--- config.mk ---
export PLATFORM = sky130hd
export DESIGN_NAME = axil_sram_slave
export DESIGN_NICKNAME = d
export VERILOG_FILES = /design/src/verilog/dmem_pkg.sv /design/src/verilog/axil_sram_slave.sv
export SDC_FILE = /design/constraint.sdc
export NUM_CORES = 1
export LEC_CHECK = 0
export BUFFER_PORTS_ARGS = -buffer_cell sky130_fd_sc_hd__buf_2
export CAP_MARGIN = 15
export CORE_AREA = 2 2 145 147
export CTS_CLUSTER_DIAMETER = 120
export DETAILED_ROUTE_END_ITERATION = 6
export DIE_AREA = 0 0 147 149
export PLACE_DENSITY = 0.37
export SYNTH_ARGS = -nofsm -noshare
export SYNTH_HDL_FRONTEND = slang
export SYNTH_SLANG_ARGS = --single-unit
--- constraint.sdc ---
create_clock -name i_aclk -period 3.3 [get_ports i_aclk]
set_clock_uncertainty 0.1 [all_clocks]
set_input_delay 0.66 -clock i_aclk [delete_from_list [all_inputs] [get_ports i_aclk]]
set_output_delay 0.66 -clock i_aclk [all_outputs]
set_load 0.005 [all_outputs]
--- src/verilog/dmem_pkg.sv ---
// Data memory package: bus widths, SRAM geometry, address window, response codes, access sizes
`default_nettype none

package dmem_pkg;

  // --------------------------------------------------
  // Bus and core widths
  // --------------------------------------------------
  localparam int DMEM_ADDR_W = 32;
  localparam int DMEM_DATA_W = 64;
  localparam int DMEM_STRB_W = DMEM_DATA_W / 8;

  // Byte offset within one bus word
  localparam int DMEM_OFF_W  = 3;

  // --------------------------------------------------
  // SRAM geometry and window
  // --------------------------------------------------
  localparam int DMEM_DEPTH  = 512;
  localparam int DMEM_IDX_W  = 9;
  localparam int DMEM_BYTES  = DMEM_DEPTH * DMEM_STRB_W;

  localparam logic [DMEM_ADDR_W-1:0] DMEM_BASE  = 32'h8000_0000;
  // First byte address past the window
  localparam logic [DMEM_ADDR_W-1:0] DMEM_LIMIT = DMEM_BASE + DMEM_BYTES;

  // AXI response codes, only the two used here
  typedef enum logic [1:0] {
    RESP_OKAY   = 2'b00,
    RESP_SLVERR = 2'b10
  } axi_resp_e;

  // Access size, 1/2/4/8 bytes
  typedef enum logic [1:0] {
    SIZE_B = 2'd0,
    SIZE_H = 2'd1,
    SIZE_W = 2'd2,
    SIZE_D = 2'd3
  } mem_size_e;

endpackage

`default_nettype wire
--- src/verilog/axil_sram_slave.sv ---
// AXI-lite SRAM slave: read and write FSMs, address window decode, response codes
`timescale 1ns/1ps
`default_nettype none

module axil_sram_slave (
  input  logic                             i_aclk,
  input  logic                             i_arst_n,
  // Write address and data
  input  logic                             i_awvalid,
  input  logic [dmem_pkg::DMEM_ADDR_W-1:0] i_awaddr,
  input  logic                             i_wvalid,
  input  logic [dmem_pkg::DMEM_DATA_W-1:0] i_wdata,
  input  logic [dmem_pkg::DMEM_STRB_W-1:0] i_wstrb,
  output logic                             o_awready,
  output logic                             o_wready,
  output logic                             o_bvalid,
  output dmem_pkg::axi_resp_e              o_bresp,
  input  logic                             i_bready,
  // Read
  input  logic                             i_arvalid,
  input  logic [dmem_pkg::DMEM_ADDR_W-1:0] i_araddr,
  input  logic                             i_rready,
  output logic                             o_arready,
  output logic                             o_rvalid,
  output logic [dmem_pkg::DMEM_DATA_W-1:0] o_rdata,
  output dmem_pkg::axi_resp_e              o_rresp,
  // SRAM port
  output logic                             o_mem_re,
  output logic [dmem_pkg::DMEM_IDX_W-1:0]  o_mem_ridx,
  output logic                             o_mem_we,
  output logic [dmem_pkg::DMEM_IDX_W-1:0]  o_mem_widx,
  output logic [dmem_pkg::DMEM_DATA_W-1:0] o_mem_wdata,
  output logic [dmem_pkg::DMEM_STRB_W-1:0] o_mem_wstrb,
  input  logic [dmem_pkg::DMEM_DATA_W-1:0] i_mem_rdata
);
  import dmem_pkg::*;

  typedef enum logic {RD_IDLE, RD_DATA} rd_state_e;
  typedef enum logic [1:0] {WR_IDLE, WR_DATA, WR_RESP} wr_state_e;

  rd_state_e             rd_state_q;
  wr_state_e             wr_state_q;
  logic                  rd_err_q;
  logic                  aw_ok_q;
  logic [DMEM_IDX_W-1:0] aw_idx_q;
  axi_resp_e             bresp_q;

  logic                  aw_fire;
  logic                  w_fire;
  logic                  b_fire;
  logic                  ar_fire;
  logic                  r_fire;

  function automatic logic in_window(input logic [DMEM_ADDR_W-1:0] addr);
    return (addr >= DMEM_BASE) && (addr < DMEM_LIMIT);
  endfunction

  assign aw_fire = i_awvalid & o_awready;
  assign w_fire  = i_wvalid & o_wready;
  assign b_fire  = o_bvalid & i_bready;
  assign ar_fire = i_arvalid & o_arready;
  assign r_fire  = o_rvalid & i_rready;

  // --------------------------------------------------
  // Read channel
  // --------------------------------------------------
  always_ff @(posedge i_aclk or negedge i_arst_n) begin
    if (!i_arst_n) begin
      rd_state_q <= RD_IDLE;
      rd_err_q   <= 1'b0;
    end else begin
      case (rd_state_q)
        RD_IDLE: begin
          if (ar_fire) begin
            rd_state_q <= RD_DATA;
            rd_err_q   <= !in_window(i_araddr);
          end
        end
        default: if (r_fire) rd_state_q <= RD_IDLE;
      endcase
    end
  end

  // SRAM output holds until the next read, so R can wait on rready
  assign o_mem_re   = ar_fire && in_window(i_araddr);
  assign o_mem_ridx = i_araddr[DMEM_IDX_W+DMEM_OFF_W-1:DMEM_OFF_W];

  assign o_arready  = (rd_state_q == RD_IDLE);
  assign o_rvalid   = (rd_state_q == RD_DATA);
  assign o_rdata    = rd_err_q ? '0 : i_mem_rdata;
  assign o_rresp    = rd_err_q ? RESP_SLVERR : RESP_OKAY;

  // --------------------------------------------------
  // Write channel, AW first then W
  // --------------------------------------------------
  always_ff @(posedge i_aclk or negedge i_arst_n) begin
    if (!i_arst_n) begin
      wr_state_q <= WR_IDLE;
      aw_ok_q    <= 1'b0;
      bresp_q    <= RESP_OKAY;
    end else begin
      case (wr_state_q)
        WR_IDLE: begin
          if (aw_fire) begin
            wr_state_q <= WR_DATA;
            aw_ok_q    <= in_window(i_awaddr);
          end
        end
        WR_DATA: begin
          if (w_fire) begin
            wr_state_q <= WR_RESP;
            bresp_q    <= aw_ok_q ? RESP_OKAY : RESP_SLVERR;
          end
        end
        WR_RESP: if (b_fire) wr_state_q <= WR_IDLE;
        default: wr_state_q <= WR_IDLE;
      endcase
    end
  end

  // Word index of the captured write address
  always_ff @(posedge i_aclk) begin
    if (aw_fire) begin
      aw_idx_q <= i_awaddr[DMEM_IDX_W+DMEM_OFF_W-1:DMEM_OFF_W];
    end
  end

  // Out-of-window writes are answered but never reach the array
  assign o_mem_we    = w_fire && aw_ok_q;
  assign o_mem_widx  = aw_idx_q;
  assign o_mem_wdata = i_wdata;
  assign o_mem_wstrb = i_wstrb;

  assign o_awready   = (wr_state_q == WR_IDLE);
  assign o_wready    = (wr_state_q == WR_DATA);
  assign o_bvalid    = (wr_state_q == WR_RESP);
  assign o_bresp     = bresp_q;

endmodule

`default_nettype wire

==> results_dict.tcl, run 1 <==
set metrics [dict create \
    drc_errors 0 \
    nets 530 \
    crit_path_frequent_cell "buf_2" \
    synth_top_flop_cell "edfxtp_1" \
    crit_required_ns 2.54 \
    cts_resized 0 \
    finalHoldViolCount 0 \
    io_pins 372 \
    yosys_warnings 0 \
    layout_setup_ws_ns 1.045 \
    fp.dieW_um 147 \
    critPathSlowestCell "nor4_1" \
    die_h_um 149 \
    cts_tree "yes" \
    area_delta_synth_final_pct 46.81 \
    coreArea_mm2 0.02056 \
    wire_per_inst_um 12.06 \
    drv_cap 0 \
    clock_latency_ns 0.25 \
    io_buffers 201 \
    gr-usage-all-layers_pct 5.875 \
    die_area_mm2 0.02190 \
    worstSetupStartpointType "input port" \
    path_class "input port to output port" \
    antenna_found_initial 1 \
    path_buf_inv 2 \
    setup_violations 0 \
    ys_seq_area_share_pct 24.89 \
    diodes 0 \
    drive_gt1_share_pct 64.60 \
    cts_root_buf "clkbuf_16" \
    fin_setup_tns_ns 0 \
    clockBufferDepth 2 \
    ir_drop_mv 0.1841 \
    fin_crit_ns 2.255 \
    power.total_mw 0.7214 \
    synth-edff-count 9 \
    p_leak_nw 1.293 \
    end_kind "output port" \
    synth_area_mm2 0.001689 \
    htree_levels 1 \
    path_delay_family "simple AND/OR/NAND/NOR gates" \
    critical_path.max_fanout 2 \
    hpwlAfterDp_um 6367 \
    synth_area_per_cell_um2 8.200 \
    fp-row-count 53 \
    cts.sinks 15 \
    stdcell_count 597 \
    timing.final.max_slew_violations 0 \
    timing.final.crit_share_pct 68.32 \
    hold_class "input port to asynchronous set/reset pin" \
    wirelength_um 7197 \
    drt_iter0_drc 23 \
    clkSlewWorstSetupHoldPaths_ns 0.05 \
    synth_cells 206 \
    ys_ff_latch 15 \
    fmax_ghz 0.4435 \
    powerDensity_mw_per_mm2 290.9 \
    placed_cell_area_mm2 0.002400 \
    vias 1757 \
    gp_congestion 0.7136 \
    outcome "finished, final reports clean" \
    yosys.area.top_type "buf_4" \
    synth_top_area_share_pct 37.33 \
    vias_per_cell 2.943 \
    drtAntennaViolNets 0 \
    finalInstanceArea_mm2 0.002480 \
    dp_cells 593 \
    rsz0062_at_grt "false" \
    worstPathArrival_ns 1.49 \
    pre_cts_slack_ns 1.053 \
    holdBufCountCts 0 \
    crit_chain "buf_2 -> nor4_1 -> nand4_1 -> nor2_1 -> buf_2" \
    synthArstFlopShare_pct 40.00 \
    grt_pass1_wl_um 9591 \
    cts_buffers 3 \
    yosys.cell_types.count 22 \
    grt_pass1_vias 1673 \
    grt-ovfl-total 0 \
    synth_area_leaders "buf_4, nor2b_1, edfxtp_1" \
    initial_core_util_pct 8.217 \
    drt-pass1-iter-count 4 \
    cp_slowest_stage_delay_ns 0.31 \
    cts_setup_buffers 0 \
    grt_max_degree 57 \
]
[final cells by class]
| class | instances | area (µm²) |
|---|---|---|
| Fill cell | 2388 | 18080 |
| Tap cell | 275 | 344.1 |
| Clock inverter | 1 | 5.005 |
| Clock buffer | 3 | 75.07 |
| Sequential cell | 15 | 421.7 |
| Inverter | 4 | 15.01 |
| Multi-Input combinational cell | 97 | 593.1 |
| Timing Repair Buffer | 202 | 1026 |
[synth_stat cells, types with 3 or more instances]
master    number
buf_4         84
nor2b_1       65
edfxtp_1       9
nor4_1         8
dfrtp_1        6
buf_2          5
inv_1          4
nand2_1        4
o21ai_0        3
[cells in the final DEF, fill, tap and decap left out, types with 3 or more instances in the layout]
master	netlist	layout
dfrtp_1	6	5
edfxtp_1	9	9
buf_2	5	201
inv_1	4	4
nor4_1	8	8
clkbuf_16	0	3
nand2_1	4	4
o21ai_0	3	3
nor2b_1	65	65
[state kept, by name, indices dropped and copies added, names as in the netlist]
| signal | cells |
|---|---|
| aw_ok_q | 1 |
| o_mem_widx | 9 |
| o_rvalid | 1 |
| o_bresp | 1 |
| wr_state_q | 2 |
| rd_err_q | 1 |
[metrics by stage]
step           utilization [%]  hold WS (ns)
2_1_floorplan                -        0.2644
3_3_place_gp             11.67        0.3661
3_5_place_dp             11.67        0.3718
4_1_cts                  12.06        0.1356
5_1_grt                  12.06        0.1398
6_report                 12.06        0.1307
[layer usage]
| layer | routed length, µm | share of wire [%] | vias to the layer above | GRT usage, % |
|---|---|---|---|---|
| li1 | - | - | 798 | - |
| met1 | 2170 | 30 | 724 | 4.974 |
| met2 | 3188 | 44 | 222 | 9.390 |
| met3 | 1729 | 24 | 9 | 6.361 |
| met4 | 50 | 0.69 | 4 | 1.154 |
| met5 | 57 | 0.79 | - | 1.591 |
[report_power, final]
group | switching (mW) | internal (mW)
Sequential | 0.0208 | 0.251
Clock | 0.0798 | 0.162
Combinational | 0.0923 | 0.116
Total | 0.193 | 0.529
[cells by family after synthesis]
family,synth area share (%)
and+or+nand+nor,32.96
buffers and inverters,40.22
AOI/OAI and AO/OA,1.703
DFF,24.89
other,0.2220
[worst paths after layout]
path / from / endpoint / slack, ns / depth (start not counted)
worst max-delay path: i_araddr[17] / o_mem_re / 1.05 / 5
worst min-delay path: i_arst_n / o_bresp[1] / 0.13 / 1
worst max register to register: wr_state_q[1] / o_mem_widx[7] / 1.71 / 2
worst min register to register: o_bresp[1] / o_bresp[1] / 0.38 / 2
max in group asynchronous: i_arst_n / rd_err_q / 2.81 / 1
min in group i_aclk: o_bresp[1] / o_bresp[1] / 0.38 / 2
No activity file was read; power rests on OpenSTA's default activity.
==> run 2, diff against run 1 <==
CORE_AREA = 2 2 146 148   (was 2 2 145 147)
DIE_AREA = 0 0 148 150   (was 0 0 147 149)
clock period = 2.1 ns   (was 3.3 ns; I/O delays follow)
==> run 2 against run 1 <==
Via count increased by 0.91%. Clock power increased by 56%. Hold slack improved by 0.12 ns. Sequential cell count unchanged. Critical endpoint is now o_rdata[45]. Largest power group unchanged.
==> results_dict.tcl, run 2 (synthesis results as in run 1) <==
set metrics [dict create \
    path_delay_family "flip-flops" \
    ir_drop_mv 0.3093 \
    rsz0062_at_grt "false" \
    gr-usage-all-layers_pct 4.850 \
    fin_setup_tns_ns 0 \
    layout_setup_ws_ns 0.3320 \
    grt_pass1_vias 1673 \
    fmax_ghz 0.5656 \
    grt_pass1_wl_um 8266 \
    fin_crit_ns 1.768 \
    r2r_end "o_mem_widx[1]" \
    min_path_cells 1 \
    path_buf_inv 2 \
    clkSlewWorstSetupHoldPaths_ns 0.05 \
    finalHoldViolCount 0 \
    critPathLaunch "rd_err_q" \
    stdcell_count 599 \
    cts_root_buf "clkbuf_16" \
    drv_cap 0 \
    crit_chain "buf_12 -> nor2b_1 -> buf_2" \
    io_buffers 201 \
    end_kind "output port" \
    wirelength_um 6145 \
    grt-ovfl-total 0 \
    gp_congestion 0.7265 \
    worstReg2RegStart "wr_state_q[1]" \
    critPathSlowestCell "dfrtp_2" \
    critical_path.max_fanout 66 \
    cts_resized 0 \
    fillers 2411 \
    coreArea_mm2 0.02069 \
    initial_core_util_pct 8.164 \
    die_area_mm2 0.02220 \
    r2r_cells 2 \
    drc_errors 0 \
    setup_violations 0 \
    power.total_mw 1.141 \
    hold_end "o_mem_widx[0]" \
    wire_per_inst_um 10.26 \
    drive_gt1_share_pct 64.09 \
    htree_levels 1 \
    fp-row-count 53 \
    largest_reg_flops 9 \
    cts.sinks 15 \
    grt_max_degree 67 \
    hpwlAfterDp_um 5413 \
    die_h_um 150 \
    vias 1773 \
    hold_class "input port to register" \
    clockBufferDepth 2 \
    pre_cts_slack_ns 0.3468 \
    p_leak_nw 1.294 \
    drtAntennaViolNets 0 \
    area_delta_synth_final_pct 47.48 \
    timing.final.crit_share_pct 84.19 \
    crit_required_ns 1.58 \
    antenna_found_initial 1 \
    cp_slowest_stage_delay_ns 0.40 \
    final_cell_mix "buf_2, nor2b_1, edfxtp_1" \
    regArea_um2 421.7 \
    worstPathArrival_ns 1.25 \
    fp.dieW_um 148 \
    r2r_slack_ns 0.49 \
    path_class "register to output port" \
    vias_per_cell 2.960 \
    outcome "finished, final reports clean" \
    nets 531 \
    final_common_cell "buf_2" \
    worstSetupStartpointType "register" \
    cts_buffers 3 \
    worstHoldStart "i_awaddr[3]" \
    drt-pass1-iter-count 4 \
    drt_iter0_drc 37 \
    holdWs_ns 0.2482 \
    multiInputGateArea_um2 593.1 \
    clock_latency_ns 0.24 \
    cts_tree "yes" \
    io_pins 372 \
    powerDensity_mw_per_mm2 458.1 \
    dp_cells 593 \
    timing.final.max_slew_violations 0 \
]
## run 2: cell types whose count changed in the layout (fill, tap and decap cells not counted), sizes merged
cell,previous run,this run
clkbuf,3,4
diode,0,1
clkinv,1,0
dlygate4sd3,0,1
## run 2: through the flow
stage	util, %	instance area (µm²)
5_1_grt	12.03	2489
3_5_place_dp	11.60	2400
4_1_cts	12.03	2489
3_3_place_gp	11.60	2400
6_report	12.04	2491
2_1_floorplan	-	1693
## run 2: cell type report
cell class	count	area share, %
clock buffers	4	3.164
repair buffers	203	41.59
well taps	275	13.81
inverters	4	0.6027
multi-input cells	97	23.81
diodes	1	0.1005
flip-flops and latches	15	16.93
## run 2: layer usage
metal  up-vias  wire length, µm  GRT usage [%]
li1        799                -              -
met1       751             2063          4.388
met2       223             2714          8.495
met3         0             1367          4.055
met4         0                0         0.5714
met5         -                0          1.136
## run 2: where the power goes
part / leakage (nW) / internal (mW) / switching, mW
clock network: 0.0382 / 0.257 / 0.121
registers: 0.156 / 0.394 / 0.0356
logic: 1.10 / 0.183 / 0.150
## run 2: how the worst max path moves through the flow
stage / end / slack (ns) / cells past startpoint
finish: o_rdata[45] / 0.33 / 3
global route: o_mem_re / 0.25 / 5
CTS: o_rdata[50] / 0.32 / 3
detailed placement: o_mem_widx[0] / 0.35 / 3
global placement: o_mem_re / 0.35 / 5
floorplan: o_mem_re / 0.64 / 3
## run 2: what timing repair did
item	CTS	global route
setup buffers	0	0
hold buffers	1	0
hold endpoints to repair	6	0
setup endpoints to repair	0	0
## run 2: worst register-to-register path, delay by kind of cell (launching register included)
family | cells | cell delay (ns)
DFF | 1 | 0.41
buffers and inverters | 1 | 0.33
and+or+nand+nor | 1 | 0.42
