==> src/verilog/dmem_pkg.sv <==
// Data memory package: bus widths, SRAM geometry, address window, response codes, access sizes
`default_nettype none

package dmem_pkg;

  // --------------------------------------------------
  // Bus and core widths
  // --------------------------------------------------
  localparam int DMEM_ADDR_W = 32;
  localparam int DMEM_DATA_W = 64;
  localparam int DMEM_STRB_W = DMEM_DATA_W / 8;

  // Byte offset within one bus word
  localparam int DMEM_OFF_W  = 3;

  // --------------------------------------------------
  // SRAM geometry and window
  // --------------------------------------------------
  localparam int DMEM_DEPTH  = 512;
  localparam int DMEM_IDX_W  = 9;
  localparam int DMEM_BYTES  = DMEM_DEPTH * DMEM_STRB_W;

  localparam logic [DMEM_ADDR_W-1:0] DMEM_BASE  = 32'h8000_0000;
  // First byte address past the window
  localparam logic [DMEM_ADDR_W-1:0] DMEM_LIMIT = DMEM_BASE + DMEM_BYTES;

  // AXI response codes, only the two used here
  typedef enum logic [1:0] {
    RESP_OKAY   = 2'b00,
    RESP_SLVERR = 2'b10
  } axi_resp_e;

  // Access size, 1/2/4/8 bytes
  typedef enum logic [1:0] {
    SIZE_B = 2'd0,
    SIZE_H = 2'd1,
    SIZE_W = 2'd2,
    SIZE_D = 2'd3
  } mem_size_e;

endpackage

`default_nettype wire
==> src/verilog/lsu_axil_master.sv <==
// Load/store stage: core request strobes to AXI-lite master, load alignment and extension
`timescale 1ns/1ps
`default_nettype none

module lsu_axil_master (
  input  logic                             i_aclk,
  input  logic                             i_arst_n,
  // Core request
  input  logic                             i_req_valid,
  input  logic                             i_req_we,
  input  logic [dmem_pkg::DMEM_ADDR_W-1:0] i_req_addr,
  input  dmem_pkg::mem_size_e              i_req_size,
  input  logic                             i_req_signed,
  input  logic [dmem_pkg::DMEM_DATA_W-1:0] i_req_wdata,
  // Core result
  output logic                             o_req_busy,
  output logic                             o_rsp_valid,
  output logic [dmem_pkg::DMEM_DATA_W-1:0] o_rsp_rdata,
  output logic                             o_rsp_err,
  // AXI-lite master outputs
  output logic                             o_awvalid,
  output logic [dmem_pkg::DMEM_ADDR_W-1:0] o_awaddr,
  output logic                             o_wvalid,
  output logic [dmem_pkg::DMEM_DATA_W-1:0] o_wdata,
  output logic [dmem_pkg::DMEM_STRB_W-1:0] o_wstrb,
  output logic                             o_bready,
  output logic                             o_arvalid,
  output logic [dmem_pkg::DMEM_ADDR_W-1:0] o_araddr,
  output logic                             o_rready,
  // AXI-lite master inputs
  input  logic                             i_awready,
  input  logic                             i_wready,
  input  logic                             i_bvalid,
  input  dmem_pkg::axi_resp_e              i_bresp,
  input  logic                             i_arready,
  input  logic                             i_rvalid,
  input  logic [dmem_pkg::DMEM_DATA_W-1:0] i_rdata,
  input  dmem_pkg::axi_resp_e              i_rresp
);
  import dmem_pkg::*;

  typedef enum logic [1:0] {ST_IDLE, ST_WR, ST_RD, ST_RSP} state_e;

  state_e                 state_q;
  logic                   awvalid_q;
  logic                   wvalid_q;
  logic                   arvalid_q;
  logic [DMEM_ADDR_W-1:0] addr_q;
  logic [DMEM_OFF_W-1:0]  off_q;
  mem_size_e              size_q;
  logic                   signed_q;
  logic [DMEM_DATA_W-1:0] wdata_q;
  logic [DMEM_STRB_W-1:0] wstrb_q;
  logic [DMEM_DATA_W-1:0] rsp_rdata_q;
  logic                   rsp_err_q;

  logic                   accept;
  logic                   misaligned;
  logic [DMEM_OFF_W-1:0]  req_off;
  logic [DMEM_STRB_W-1:0] strb_base;
  logic [DMEM_DATA_W-1:0] rd_shift;
  logic [DMEM_DATA_W-1:0] rd_ext;
  logic                   aw_fire;
  logic                   w_fire;
  logic                   b_fire;
  logic                   ar_fire;
  logic                   r_fire;

  assign aw_fire = o_awvalid & i_awready;
  assign w_fire  = o_wvalid & i_wready;
  assign b_fire  = i_bvalid & o_bready;
  assign ar_fire = o_arvalid & i_arready;
  assign r_fire  = i_rvalid & o_rready;

  // --------------------------------------------------
  // Request decode
  // --------------------------------------------------
  assign req_off = i_req_addr[DMEM_OFF_W-1:0];
  assign accept  = i_req_valid && (state_q == ST_IDLE);

  always_comb begin
    case (i_req_size)
      SIZE_B: begin
        misaligned = 1'b0;
        strb_base  = 8'h01;
      end
      SIZE_H: begin
        misaligned = req_off[0];
        strb_base  = 8'h03;
      end
      SIZE_W: begin
        misaligned = |req_off[1:0];
        strb_base  = 8'h0f;
      end
      default: begin
        misaligned = |req_off;
        strb_base  = 8'hff;
      end
    endcase
  end

  // Loaded bytes down to bit 0, then extend from the top bit of the size
  assign rd_shift = i_rdata >> {off_q, 3'b000};

  always_comb begin
    case (size_q)
      SIZE_B:  rd_ext = {{(DMEM_DATA_W-8){signed_q & rd_shift[7]}}, rd_shift[7:0]};
      SIZE_H:  rd_ext = {{(DMEM_DATA_W-16){signed_q & rd_shift[15]}}, rd_shift[15:0]};
      SIZE_W:  rd_ext = {{(DMEM_DATA_W-32){signed_q & rd_shift[31]}}, rd_shift[31:0]};
      default: rd_ext = rd_shift;
    endcase
  end

  // --------------------------------------------------
  // Control FSM
  // --------------------------------------------------
  always_ff @(posedge i_aclk or negedge i_arst_n) begin
    if (!i_arst_n) begin
      state_q   <= ST_IDLE;
      awvalid_q <= 1'b0;
      wvalid_q  <= 1'b0;
      arvalid_q <= 1'b0;
    end else begin
      if (aw_fire) awvalid_q <= 1'b0;
      if (w_fire) wvalid_q <= 1'b0;
      if (ar_fire) arvalid_q <= 1'b0;
      case (state_q)
        ST_IDLE: begin
          if (accept) begin
            if (misaligned) begin
              // Rejected here, bus stays quiet
              state_q <= ST_RSP;
            end else if (i_req_we) begin
              state_q   <= ST_WR;
              awvalid_q <= 1'b1;
              wvalid_q  <= 1'b1;
            end else begin
              state_q   <= ST_RD;
              arvalid_q <= 1'b1;
            end
          end
        end
        ST_WR: if (b_fire) state_q <= ST_RSP;
        ST_RD: if (r_fire) state_q <= ST_RSP;
        default: state_q <= ST_IDLE;
      endcase
    end
  end

  // Request payload and result
  always_ff @(posedge i_aclk) begin
    if (accept) begin
      addr_q      <= {i_req_addr[DMEM_ADDR_W-1:DMEM_OFF_W], {DMEM_OFF_W{1'b0}}};
      off_q       <= req_off;
      size_q      <= i_req_size;
      signed_q    <= i_req_signed;
      wdata_q     <= i_req_wdata << {req_off, 3'b000};
      wstrb_q     <= strb_base << req_off;
      rsp_err_q   <= misaligned;
      rsp_rdata_q <= '0;
    end
    if (b_fire) begin
      rsp_err_q <= (i_bresp != RESP_OKAY);
    end
    if (r_fire) begin
      rsp_err_q   <= (i_rresp != RESP_OKAY);
      rsp_rdata_q <= (i_rresp == RESP_OKAY) ? rd_ext : '0;
    end
  end

  assign o_awvalid   = awvalid_q;
  assign o_awaddr    = addr_q;
  assign o_wvalid    = wvalid_q;
  assign o_wdata     = wdata_q;
  assign o_wstrb     = wstrb_q;
  assign o_bready    = (state_q == ST_WR);
  assign o_arvalid   = arvalid_q;
  assign o_araddr    = addr_q;
  assign o_rready    = (state_q == ST_RD);

  assign o_req_busy  = (state_q != ST_IDLE);
  assign o_rsp_valid = (state_q == ST_RSP);
  assign o_rsp_rdata = rsp_rdata_q;
  assign o_rsp_err   = rsp_err_q;

endmodule

`default_nettype wire

==> config.mk <==
export PLATFORM = sky130hd
export DESIGN_NAME = lsu_axil_master
export DESIGN_NICKNAME = d
export VERILOG_FILES = /design/src/verilog/dmem_pkg.sv /design/src/verilog/lsu_axil_master.sv
export SDC_FILE = /design/constraint.sdc
export NUM_CORES = 1
export LEC_CHECK = 0
export BUFFER_PORTS_ARGS = -buffer_cell sky130_fd_sc_hd__clkbuf_2
export CAP_MARGIN = 20
export CORE_MARGIN = 1
export CORE_UTILIZATION = 45
export CTS_CLUSTER_SIZE = 20
export DETAILED_ROUTE_END_ITERATION = 10
export MAX_ROUTING_LAYER = met4
export PLACE_DENSITY = 0.83
export SLEW_MARGIN = 10
export SYNTH_ARGS = -nofsm -noshare
export SYNTH_HDL_FRONTEND = slang
export SYNTH_SLANG_ARGS = --single-unit
==> constraint.sdc <==
create_clock -name i_aclk -period 7.6 [get_ports i_aclk]
set_input_delay 1.14 -clock i_aclk [delete_from_list [all_inputs] [get_ports i_aclk]]
set_output_delay 1.14 -clock i_aclk [all_outputs]
set_load 0.02 [all_outputs]
==> impl_metrics.toml, run 1 <==
[pwr]
p_switching_w = 0.00137
p_leak_nw = 5.26
power.density_nw_per_um2 = 284
clockPowerShare_pct = 25.1
intPower_w = 0.00219
seqPwrFrac_pct = 40.9
vdd_drop_max_mv = 0.157
swShare_pct = 38.5
combPwrFrac_pct = 34.0
finalPower_w = 0.00356

[timing]
layout_min_cycle_time_ps = 3000
fmax_ghz = 0.333
period_share_pct = 39.5
slew_viol_final = 0
fin_skew_ps = 12.7
rsz0062_at_grt = "false"
worstMarginPinSlew_ps = 1050
hold_viol_final = 0
setup_violations = 0
timing.slew.headroom_pct = 30.1
fin_setup_tns_ps = 0

[setup_path]
critPathTopFamily = "flip-flops"
critPathMaxStageDelay_ps = 1000
crit_path_end_kind = "flip-flop"
cp_max_fo = 32
cp_slowest_cell = "edfxtp_1"
path_buf_inv = 1
ff2ff_setup_slack_ps = 4600
required_ps = 7740
r2r-start = "off_q[1]"
r2r.worst_path.cells = 6
worst_ep_arrival_time_ps = 3140
start_kind = "flip-flop"
path_cells = "mux2_2 > o2bb2a_4 > and4b_4 > nor3_4 > buf_4 > a21oi_1"
worstSetupPathType = "flip-flop to flip-flop"
worstReg2RegEnd = "o_rsp_rdata[62]"

[cells_and_area]
nFillCells = 1872
layout_common_cells = "clkbuf_2 (376), edfxtp_1 (172), nand2_1 (79)"
area_delta_synth_final_pct = 23.3
final_net_count = 1340
drive_gt1_share_pct = 46.8
final_common_cell = "clkbuf_2"

[drt]
wirelength_um = 29900
first_pass_iters = 9
wl_per_cell_um = 20.5
highest_layer = "met4"
drc = 24
avgViaCountPerCell = 5.62
drt_first_iter_violations = 756
wl_met2_um = 15400
met1_length_um = 11400
vias = 8183
ant_nets = 0
dr_wl_met3_um = 2410

[global_route]
antenna_found_initial = 2
grt_max_degree = 82
grt_pass1_wl_um = 45400
grt_usage_pct = 26.3
grt_pass1_vias = 7929
grt.overflow.total = 0

[cts]
clkLatencyLatePin_ps = 430
htree_levels = 4
cts_resized = 0
cts_made_buffers = 17
cts_buffer_depth = 2
cts_tree = "built"
clock_sinks = 177
root_buffer = "clkbuf_16"
clk_pin_slew_worst_paths_ps = 80
post_cts_buffers = 0
cts-hold-fix-buffers = 0

[worst_hold_path]
hp-class = "input pin to asynchronous set/reset pin"

[yosys]
yosysTopAreaCell = "edfxtp_1"
ys_ff_latch = 177
syn_area_per_cell_um2 = 12.0
syn-cell-area_um2 = 10200
ys_seq_area_share_pct = 52.0
synth_xor_area_share_pct = 0
yosys_warnings = 0
synth-simple-area-share_pct = 9.70
synthTopCellsByArea = "edfxtp_1 (51%), mux4_2 (7.7%), mux2i_1 (6.3%)"
async_flop_share_pct = 2.82
synth_fa_ha_area_share_pct = 0.492
syn-instance-count = 851
synth_edf_count = 172
synth_compound_area_share_pct = 11.5
synth.area.mux_share_pct = 19.6
synth.top_cell.area_share_pct = 50.8
synth_top_family_by_area = "multiplexers"
ys.flop_type = "edfxtp_1"
synth_cell_type_count = 48

[die]
rows = 54
die_area_um2 = 23200
die_w_um = 152
core-area_um2 = 22000
io_pins = 384
die_height_um = 152
start_util_pct = 46.2

[status]
status = "finished with violations"
violations = "DRC"

[placement]
dp_hpwl_um = 21800
place.gp.congestion = 0.928
io_buffers = 377

[job]
maxCapViolCount = 0
## cell type report
cell class	count	area (um^2)	share of cell area [%]
multi-input cells	550	4220	33.6
clock inverters	15	183	1.46
flip-flops and latches	177	5290	42.2
repair buffers	387	1960	15.7
clock buffers	17	425	3.39
diodes	2	5.00	0.0399
well taps	280	350	2.79
inverters	27	104	0.828
## power groups by stage
stage          clock network (W)  registers [W]  logic [W]
6_report                0.000894        0.00146    0.00121
5_1_grt                 0.000945        0.00148    0.00129
4_1_cts                 0.000910        0.00146    0.00122
3_5_place_dp                   0        0.00148    0.00121
3_3_place_gp                   0        0.00148    0.00119
2_1_floorplan                  0        0.00170   0.000608
## kinds of logic after synthesis
kind of cell,count (synthesis)
simple gates,208
compound gates,183
flops,177
mux,149
buf+inv,129
fa+ha+maj,4
other cells,1
## sequential cells by signal, indices dropped and copies added (netlist names), 2 cells and up
name	cells
state_q	2
o_rsp_rdata	64
off_q	3
size_q	2
o_wstrb	8
o_araddr	29
o_wdata	64
## through the flow
stage	utilization [%]	setup slack, ps	instances	instance area, um^2	hold slack [ps]
final	56.9	4600	1455	12500	509
after global routing	56.9	4490	1455	12500	493
after global placement	54.2	4310	1421	11900	522
after floorplan	-	3810	856	10200	497
after CTS	56.9	4620	1453	12500	492
after detailed placement	54.2	4320	1421	11900	529
## per-layer routing
| metal | up-vias | GRT usage, % |
|---|---|---|
| met5 | - | - |
| met4 | 0 | 7.77 |
| met3 | 39 | 5.66 |
| met2 | 462 | 44.9 |
| met1 | 3960 | 31.3 |
| li1 | 3722 | - |
## cells in the mapped netlist, types with 6 or more instances
library cell  count
a21oi_2          30
and2_1           13
nor2b_1          25
or2_2             7
a21oi_1          51
buf_2            19
nor2_1           53
mux2_2           50
buf_1            11
mux4_2           35
clkbuf_1         30
nand3_1           9
inv_1            27
mux2i_1          64
buf_4            37
a21o_1            6
nand2_1          80
o22ai_1          23
o21ai_0          47
edfxtp_1        172
nand2b_1         12
## worst max-delay path by stage
stage | startpoint | end | slack (ps) | cells past startpoint
6_report | off_q[1] | o_rsp_rdata[62] | 4600 | 6
5_1_grt | off_q[0] | o_rsp_rdata[62] | 4490 | 8
4_1_cts | off_q[1] | o_rsp_rdata[62] | 4620 | 6
3_5_place_dp | i_req_addr[2] | o_wdata[5] | 4320 | 5
3_3_place_gp | i_req_addr[1] | o_wdata[5] | 4310 | 5
2_1_floorplan | i_req_valid | o_araddr[10] | 3810 | 2
Power figures use the tool's default switching activity.
==> run 2: changes to the inputs <==
ABC_AREA = 1   (was not set)
PLACE_DENSITY = 0.86   (was 0.83)
clock period = 2.6 ns   (was 7.6 ns; I/O delays follow)
==> impl_metrics.toml, run 2 <==
[drt]
wirelength_um = 32700
wl_per_cell_um = 18.2
vias = 9597
avgViaCountPerCell = 5.33
ant_nets = 0
drc = 0
drt_first_iter_violations = 745
first_pass_iters = 6

[placement]
dp_hpwl_um = 25000
placed_area_um2 = 12000
io_buffers = 377
place_ws_ps = 363
place.gp.congestion = 0.987

[yosys]
synth_xor_area_share_pct = 0
synth_fa_ha_area_share_pct = 0.496
syn_area_per_cell_um2 = 8.51
ys_seq_area_share_pct = 52.4
synthTopCellsByArea = "edfxtp_1 (51%), nand2_1 (13%), o21ai_0 (4.9%)"
synth_compound_area_share_pct = 9.36
yosysTopAreaCell = "edfxtp_1"
synth.area.mux_share_pct = 2.18
async_flop_share_pct = 2.82
ys.flop_type = "edfxtp_1"
syn-instance-count = 1186
synth.top_cell.area_share_pct = 51.2
syn-cell-area_um2 = 10100
yosys_warnings = 0
yosysMostFrequentCell = "nand2_1"
synth-simple-area-share_pct = 26.2
synthTopCellsByCount = "nand2_1 (358), edfxtp_1 (172), nor2_1 (129)"
synth_top_family_by_area = "simple AND/OR/NAND/NOR gates"
synth_cell_type_count = 40
ys_ff_latch = 177
synth_edf_count = 172

[die]
core-area_um2 = 21900
io_pins = 384
start_util_pct = 46.1
rows = 54
die_w_um = 152
die_area_um2 = 23000
die_height_um = 152

[worst_hold_path]
hp-class = "input pin to flip-flop"
hp-start = "i_awready"

[cells_and_area]
final_net_count = 1686
layout_common_cells = "clkbuf_2 (377), nand2_1 (356), edfxtp_1 (172)"
design_area_um2 = 12700
seq_area_um2 = 5290
area_delta_synth_final_pct = 25.4
drive_gt1_share_pct = 31.8
final_common_cell = "clkbuf_2"
antenna_cells = 0
nFillCells = 1991
multi_input_area_um2 = 3890
finalCoreUtilization_pct = 57.8

[timing]
fin_skew_ps = 13.9
worstMarginPinSlew_ps = 610
slew_viol_final = 0
fmax_ghz = 0.445
layout_min_cycle_time_ps = 2250
hold_slack_ps = 117
hold_viol_final = 0
worst_slack_ps = 355
timing.slew.headroom_pct = 59.3
rsz0062_at_grt = "false"
setup_violations = 0
period_share_pct = 86.4

[cts]
clock_sinks = 177
cts_buffer_depth = 2
clkLatencyLatePin_ps = 440
cts_tree = "built"
cts_made_buffers = 17
root_buffer = "clkbuf_16"
htree_levels = 4
clk_pin_slew_worst_paths_ps = 80

[pwr]
finalPower_w = 0.0108
power.density_nw_per_um2 = 857
p_leak_nw = 6.00
vdd_drop_max_mv = 0.470

[global_route]
top_usage_layer = "met2"
grt_usage_pct = 28.8
antenna_found_initial = 0
grt_use_met1_pct = 34.0
grt_util_met2_pct = 48.3
grt_pass1_wl_um = 48200
grt_max_degree = 64
grt_pass1_vias = 9102
grt_use_met3_pct = 4.76
grt.overflow.total = 0

[job]
maxCapViolCount = 0

[setup_path]
required_ps = 2790
cp_max_fo = 32
start_kind = "flip-flop"
cp-startpoint = "off_q[0]"
worstSetupPathType = "flip-flop to flip-flop"
path_cells = "buf_4 > nand2_1 > nand3_1 > nand3_1 > nand2_4 > nand2_8 > nand3_4 > nor2_1 > nor2_1"
r2r-start = "off_q[0]"
cp_slowest_cell = "edfxtp_1"
crit_path_end_kind = "flip-flop"
critPathMaxStageDelay_ps = 450
worst_ep_arrival_time_ps = 2430

[status]
status = "complete, no violations"
-- run 2: changes by cell type in the layout (fill, tap and decap cells not counted), sizes merged, moves of 25 or more --
cell,before,now
a21oi,81,39
inv,34,79
mux2,50,0
mux2i,64,22
mux4,35,0
nand2,80,363
nand3,9,93
nor2,54,153
nor2b,25,0
o21ai,47,104
-- run 2: repair_timing --
item / in CTS / in global routing
hold endpoints to repair: 5 / 0
setup buffers: 0 / 0
setup endpoints to repair: 0 / 0
gates resized for setup: 0 / 0
hold buffers: 1 / 0
-- run 2: stage by stage --
stage | std cells | TNS (ps)
2_1_floorplan | 1191 | -19940
3_3_place_gp | 1766 | 0
3_5_place_dp | 1766 | 0
4_1_cts | 1799 | 0
5_1_grt | 1799 | 0
6_report | 1799 | 0
-- run 2: power breakdown --
group | internal [W] | leakage (nW) | switching, W
Sequential | 0.00395 | 1.72 | 0.000238
Clock | 0.00138 | 0.314 | 0.00144
Combinational | 0.00112 | 3.96 | 0.00272
Total | 0.00645 | 6.00 | 0.00439
-- run 2: cells by family (layout without fill, tap and decap cells) --
kind of cell | Yosys count | count (layout)
AND/OR/NAND/NOR | 626 | 626
buffers and inverters | 181 | 509
flip-flops | 177 | 177
AO/OA/AOI/OAI | 175 | 175
multiplexers | 22 | 22
adder cells (fa/ha/maj) | 4 | 4
other | 1 | 6
-- run 2: final timing paths --
path                                    to  slack, ps  depth (start not counted)
max                        o_rsp_rdata[61]        350                          9
min                              o_awvalid        120                          2
max reg2reg                o_rsp_rdata[61]        350                          9
min reg2reg                      o_awvalid        530                          2
max in group asynchronous        o_arvalid       2140                          2
min in group asynchronous         o_wvalid        320                          2
-- run 2: per-layer routing --
| layer | up-vias | share of wire (%) |
|---|---|---|
| met4 | 0 | 4.0 |
| li1 | 4543 | - |
| met1 | 4425 | 37 |
| met2 | 542 | 50 |
| met5 | - | 0 |
| met3 | 87 | 8.6 |
-- run 2: final cells by class --
type                            count  share of cell area (%)
Timing Repair Buffer              406                    17.4
Multi-Input combinational cell    833                    30.7
Inverter                           71                    2.17
Clock inverter                     15                    1.76
Tap cell                          280                    2.77
Sequential cell                   177                    41.8
Clock buffer                       17                    3.36
-- run 2: critical path, delay by kind of cell (launching register included) --
kind / cells / cell delay (ps)
AND/OR/NAND/NOR: 8 / 1320
flip-flops: 1 / 450
buffers and inverters: 1 / 230
==> run 3: changes to the inputs <==
GPL_TIMING_DRIVEN = 0   (was not set)
REMOVE_ABC_BUFFERS = 1   (was not set)
==> impl_metrics.toml, run 3 (same netlist as run 2, synthesis figures left out) <==
[status]
status = "complete, no violations"

[cells_and_area]
seq_area_um2 = 5290
final_net_count = 1671
final_common_cell = "clkbuf_2"
multi_input_area_um2 = 3920
design_area_um2 = 12600
drive_gt1_share_pct = 31.4
area_delta_synth_final_pct = 24.7
finalCoreUtilization_pct = 57.5
nFillCells = 1951
layout_common_cells = "clkbuf_2 (375), nand2_1 (357), edfxtp_1 (172)"

[cts]
clkLatencyLatePin_ps = 430
htree_levels = 4
clock_sinks = 177
clk_pin_slew_worst_paths_ps = 80
cts_buffer_depth = 2
root_buffer = "clkbuf_16"
cts_tree = "built"
cts_made_buffers = 17

[pwr]
combPwrFrac_pct = 35.3
finalPower_w = 0.0106
power.density_nw_per_um2 = 844
swShare_pct = 40.1
seqPwrFrac_pct = 39.5
vdd_drop_max_mv = 0.442
clockPowerShare_pct = 25.1
intPower_w = 0.00636
p_leak_nw = 5.94
p_switching_w = 0.00426

[setup_path]
required_ps = 2880
cp_slowest_cell = "nand3_2"
path_buf_inv = 2
worst_ep_arrival_time_ps = 2690
critPathMaxStageDelay_ps = 670
worstReg2RegEnd = "o_rsp_rdata[57]"
start_kind = "flip-flop"
worstSetupPathType = "flip-flop to flip-flop"
ff2ff_setup_slack_ps = 190
r2r-start = "off_q[2]"
crit_path_end_kind = "flip-flop"
r2r.worst_path.cells = 6
cp_max_fo = 32
path_cells = "buf_16 > clkinv_2 > nand3_2 > nor3_1 > nor2_2 > nor2_1"
critPathTopFamily = "simple AND/OR/NAND/NOR gates"

[worst_hold_path]
min_to = "o_araddr[10]"
holdPathStages = 1
hp-start = "i_req_addr[10]"
hp-class = "input pin to flip-flop"

[die]
die_area_um2 = 23000
io_pins = 384
core-area_um2 = 21900
rows = 54
start_util_pct = 46.1
die_w_um = 152
die_height_um = 152

[drt]
vias = 9580
ant_nets = 0
wl_per_cell_um = 17.3
wirelength_um = 31000
avgViaCountPerCell = 5.36
first_pass_iters = 5
drc = 0
drt_first_iter_violations = 714

[placement]
place.gp.congestion = 0.899
dp_hpwl_um = 22200
io_buffers = 377
placed_area_um2 = 11900

[global_route]
grt_max_degree = 73
grt_pass1_wl_um = 45900
grt_usage_pct = 27.2
grt_pass1_vias = 8971
grt.overflow.total = 0
antenna_found_initial = 2

[timing]
fin_setup_tns_ps = 0
hold_viol_final = 0
layout_min_cycle_time_ps = 2410
worstMarginPinSlew_ps = 902
timing.slew.headroom_pct = 39.9
period_share_pct = 92.5
fmax_ghz = 0.416
slew_viol_final = 0
setup_violations = 0
hold_slack_ps = 123
fin_skew_ps = 8.52

[job]
maxCapViolCount = 0
==> run 3: worst max-delay path by stage <==
stage | end | startpoint | slack, ps | cells past startpoint
final | o_rsp_rdata[57] | off_q[2] | 190 | 6
after floorplan | o_araddr[10] | state_q[0] | -680 | 4
after detailed placement | o_rsp_err | i_req_addr[2] | -930 | 7
after global placement | o_rsp_rdata[51] | off_q[2] | -1910 | 5
after global routing | o_wdata[50] | i_req_addr[1] | -1 | 7
after CTS | o_wdata[50] | i_req_addr[1] | 30 | 7
==> run 3: layout make-up <==
class                      count  share of cell area, %
timing repair buffer         390                   16.6
sequential                   177                   42.0
clock inverter                15                   1.63
inverter                      71                   2.34
multi-input combinational    834                   31.1
tap                          280                   2.78
antenna                        2                 0.0398
clock buffer                  17                   3.38
==> run 3: stage by stage <==
stage,setup WS [ps],instances
floorplan,-675,1081
global placement,-1910,1738
detailed placement,-932,1745
CTS,34.0,1782
global route,-0.980,1786
finish,195,1786
==> run 3: worst register-to-register path: cells and delay by family, from the launching register on <==
family | cells | cell delay (ps)
buffers and inverters | 2 | 510
flip-flops | 1 | 500
AND/OR/NAND/NOR | 4 | 1250
==> run 3: per-layer routing <==
layer,GRT usage (%),wire [um],vias to the layer above
met1,30.5,11100,4373
met3,5.96,3020,94
met4,14.1,1350,0
li1,-,-,4538
met5,-,0,-
met2,45.7,15500,575
==> run 3: timing repair <==
item | CTS | global route
hold buffers | 1 | 0
setup buffers | 3 | 2
endpoints found under the setup margin | 62 | 43
resized for setup | 6 | 5
pin swaps | 0 | 0
gates cloned | 1 | 0
endpoints found under the hold margin | 5 | 0
==> run 3: power groups by stage <==
stage | Sequential, W | Clock (W) | Combinational (W)
after floorplan | 0.00515 | 0 | 0.00140
after global placement | 0.00445 | 0 | 0.00340
after detailed placement | 0.00430 | 0 | 0.00367
after CTS | 0.00422 | 0.00271 | 0.00373
after global routing | 0.00426 | 0.00281 | 0.00408
final | 0.00420 | 0.00267 | 0.00376
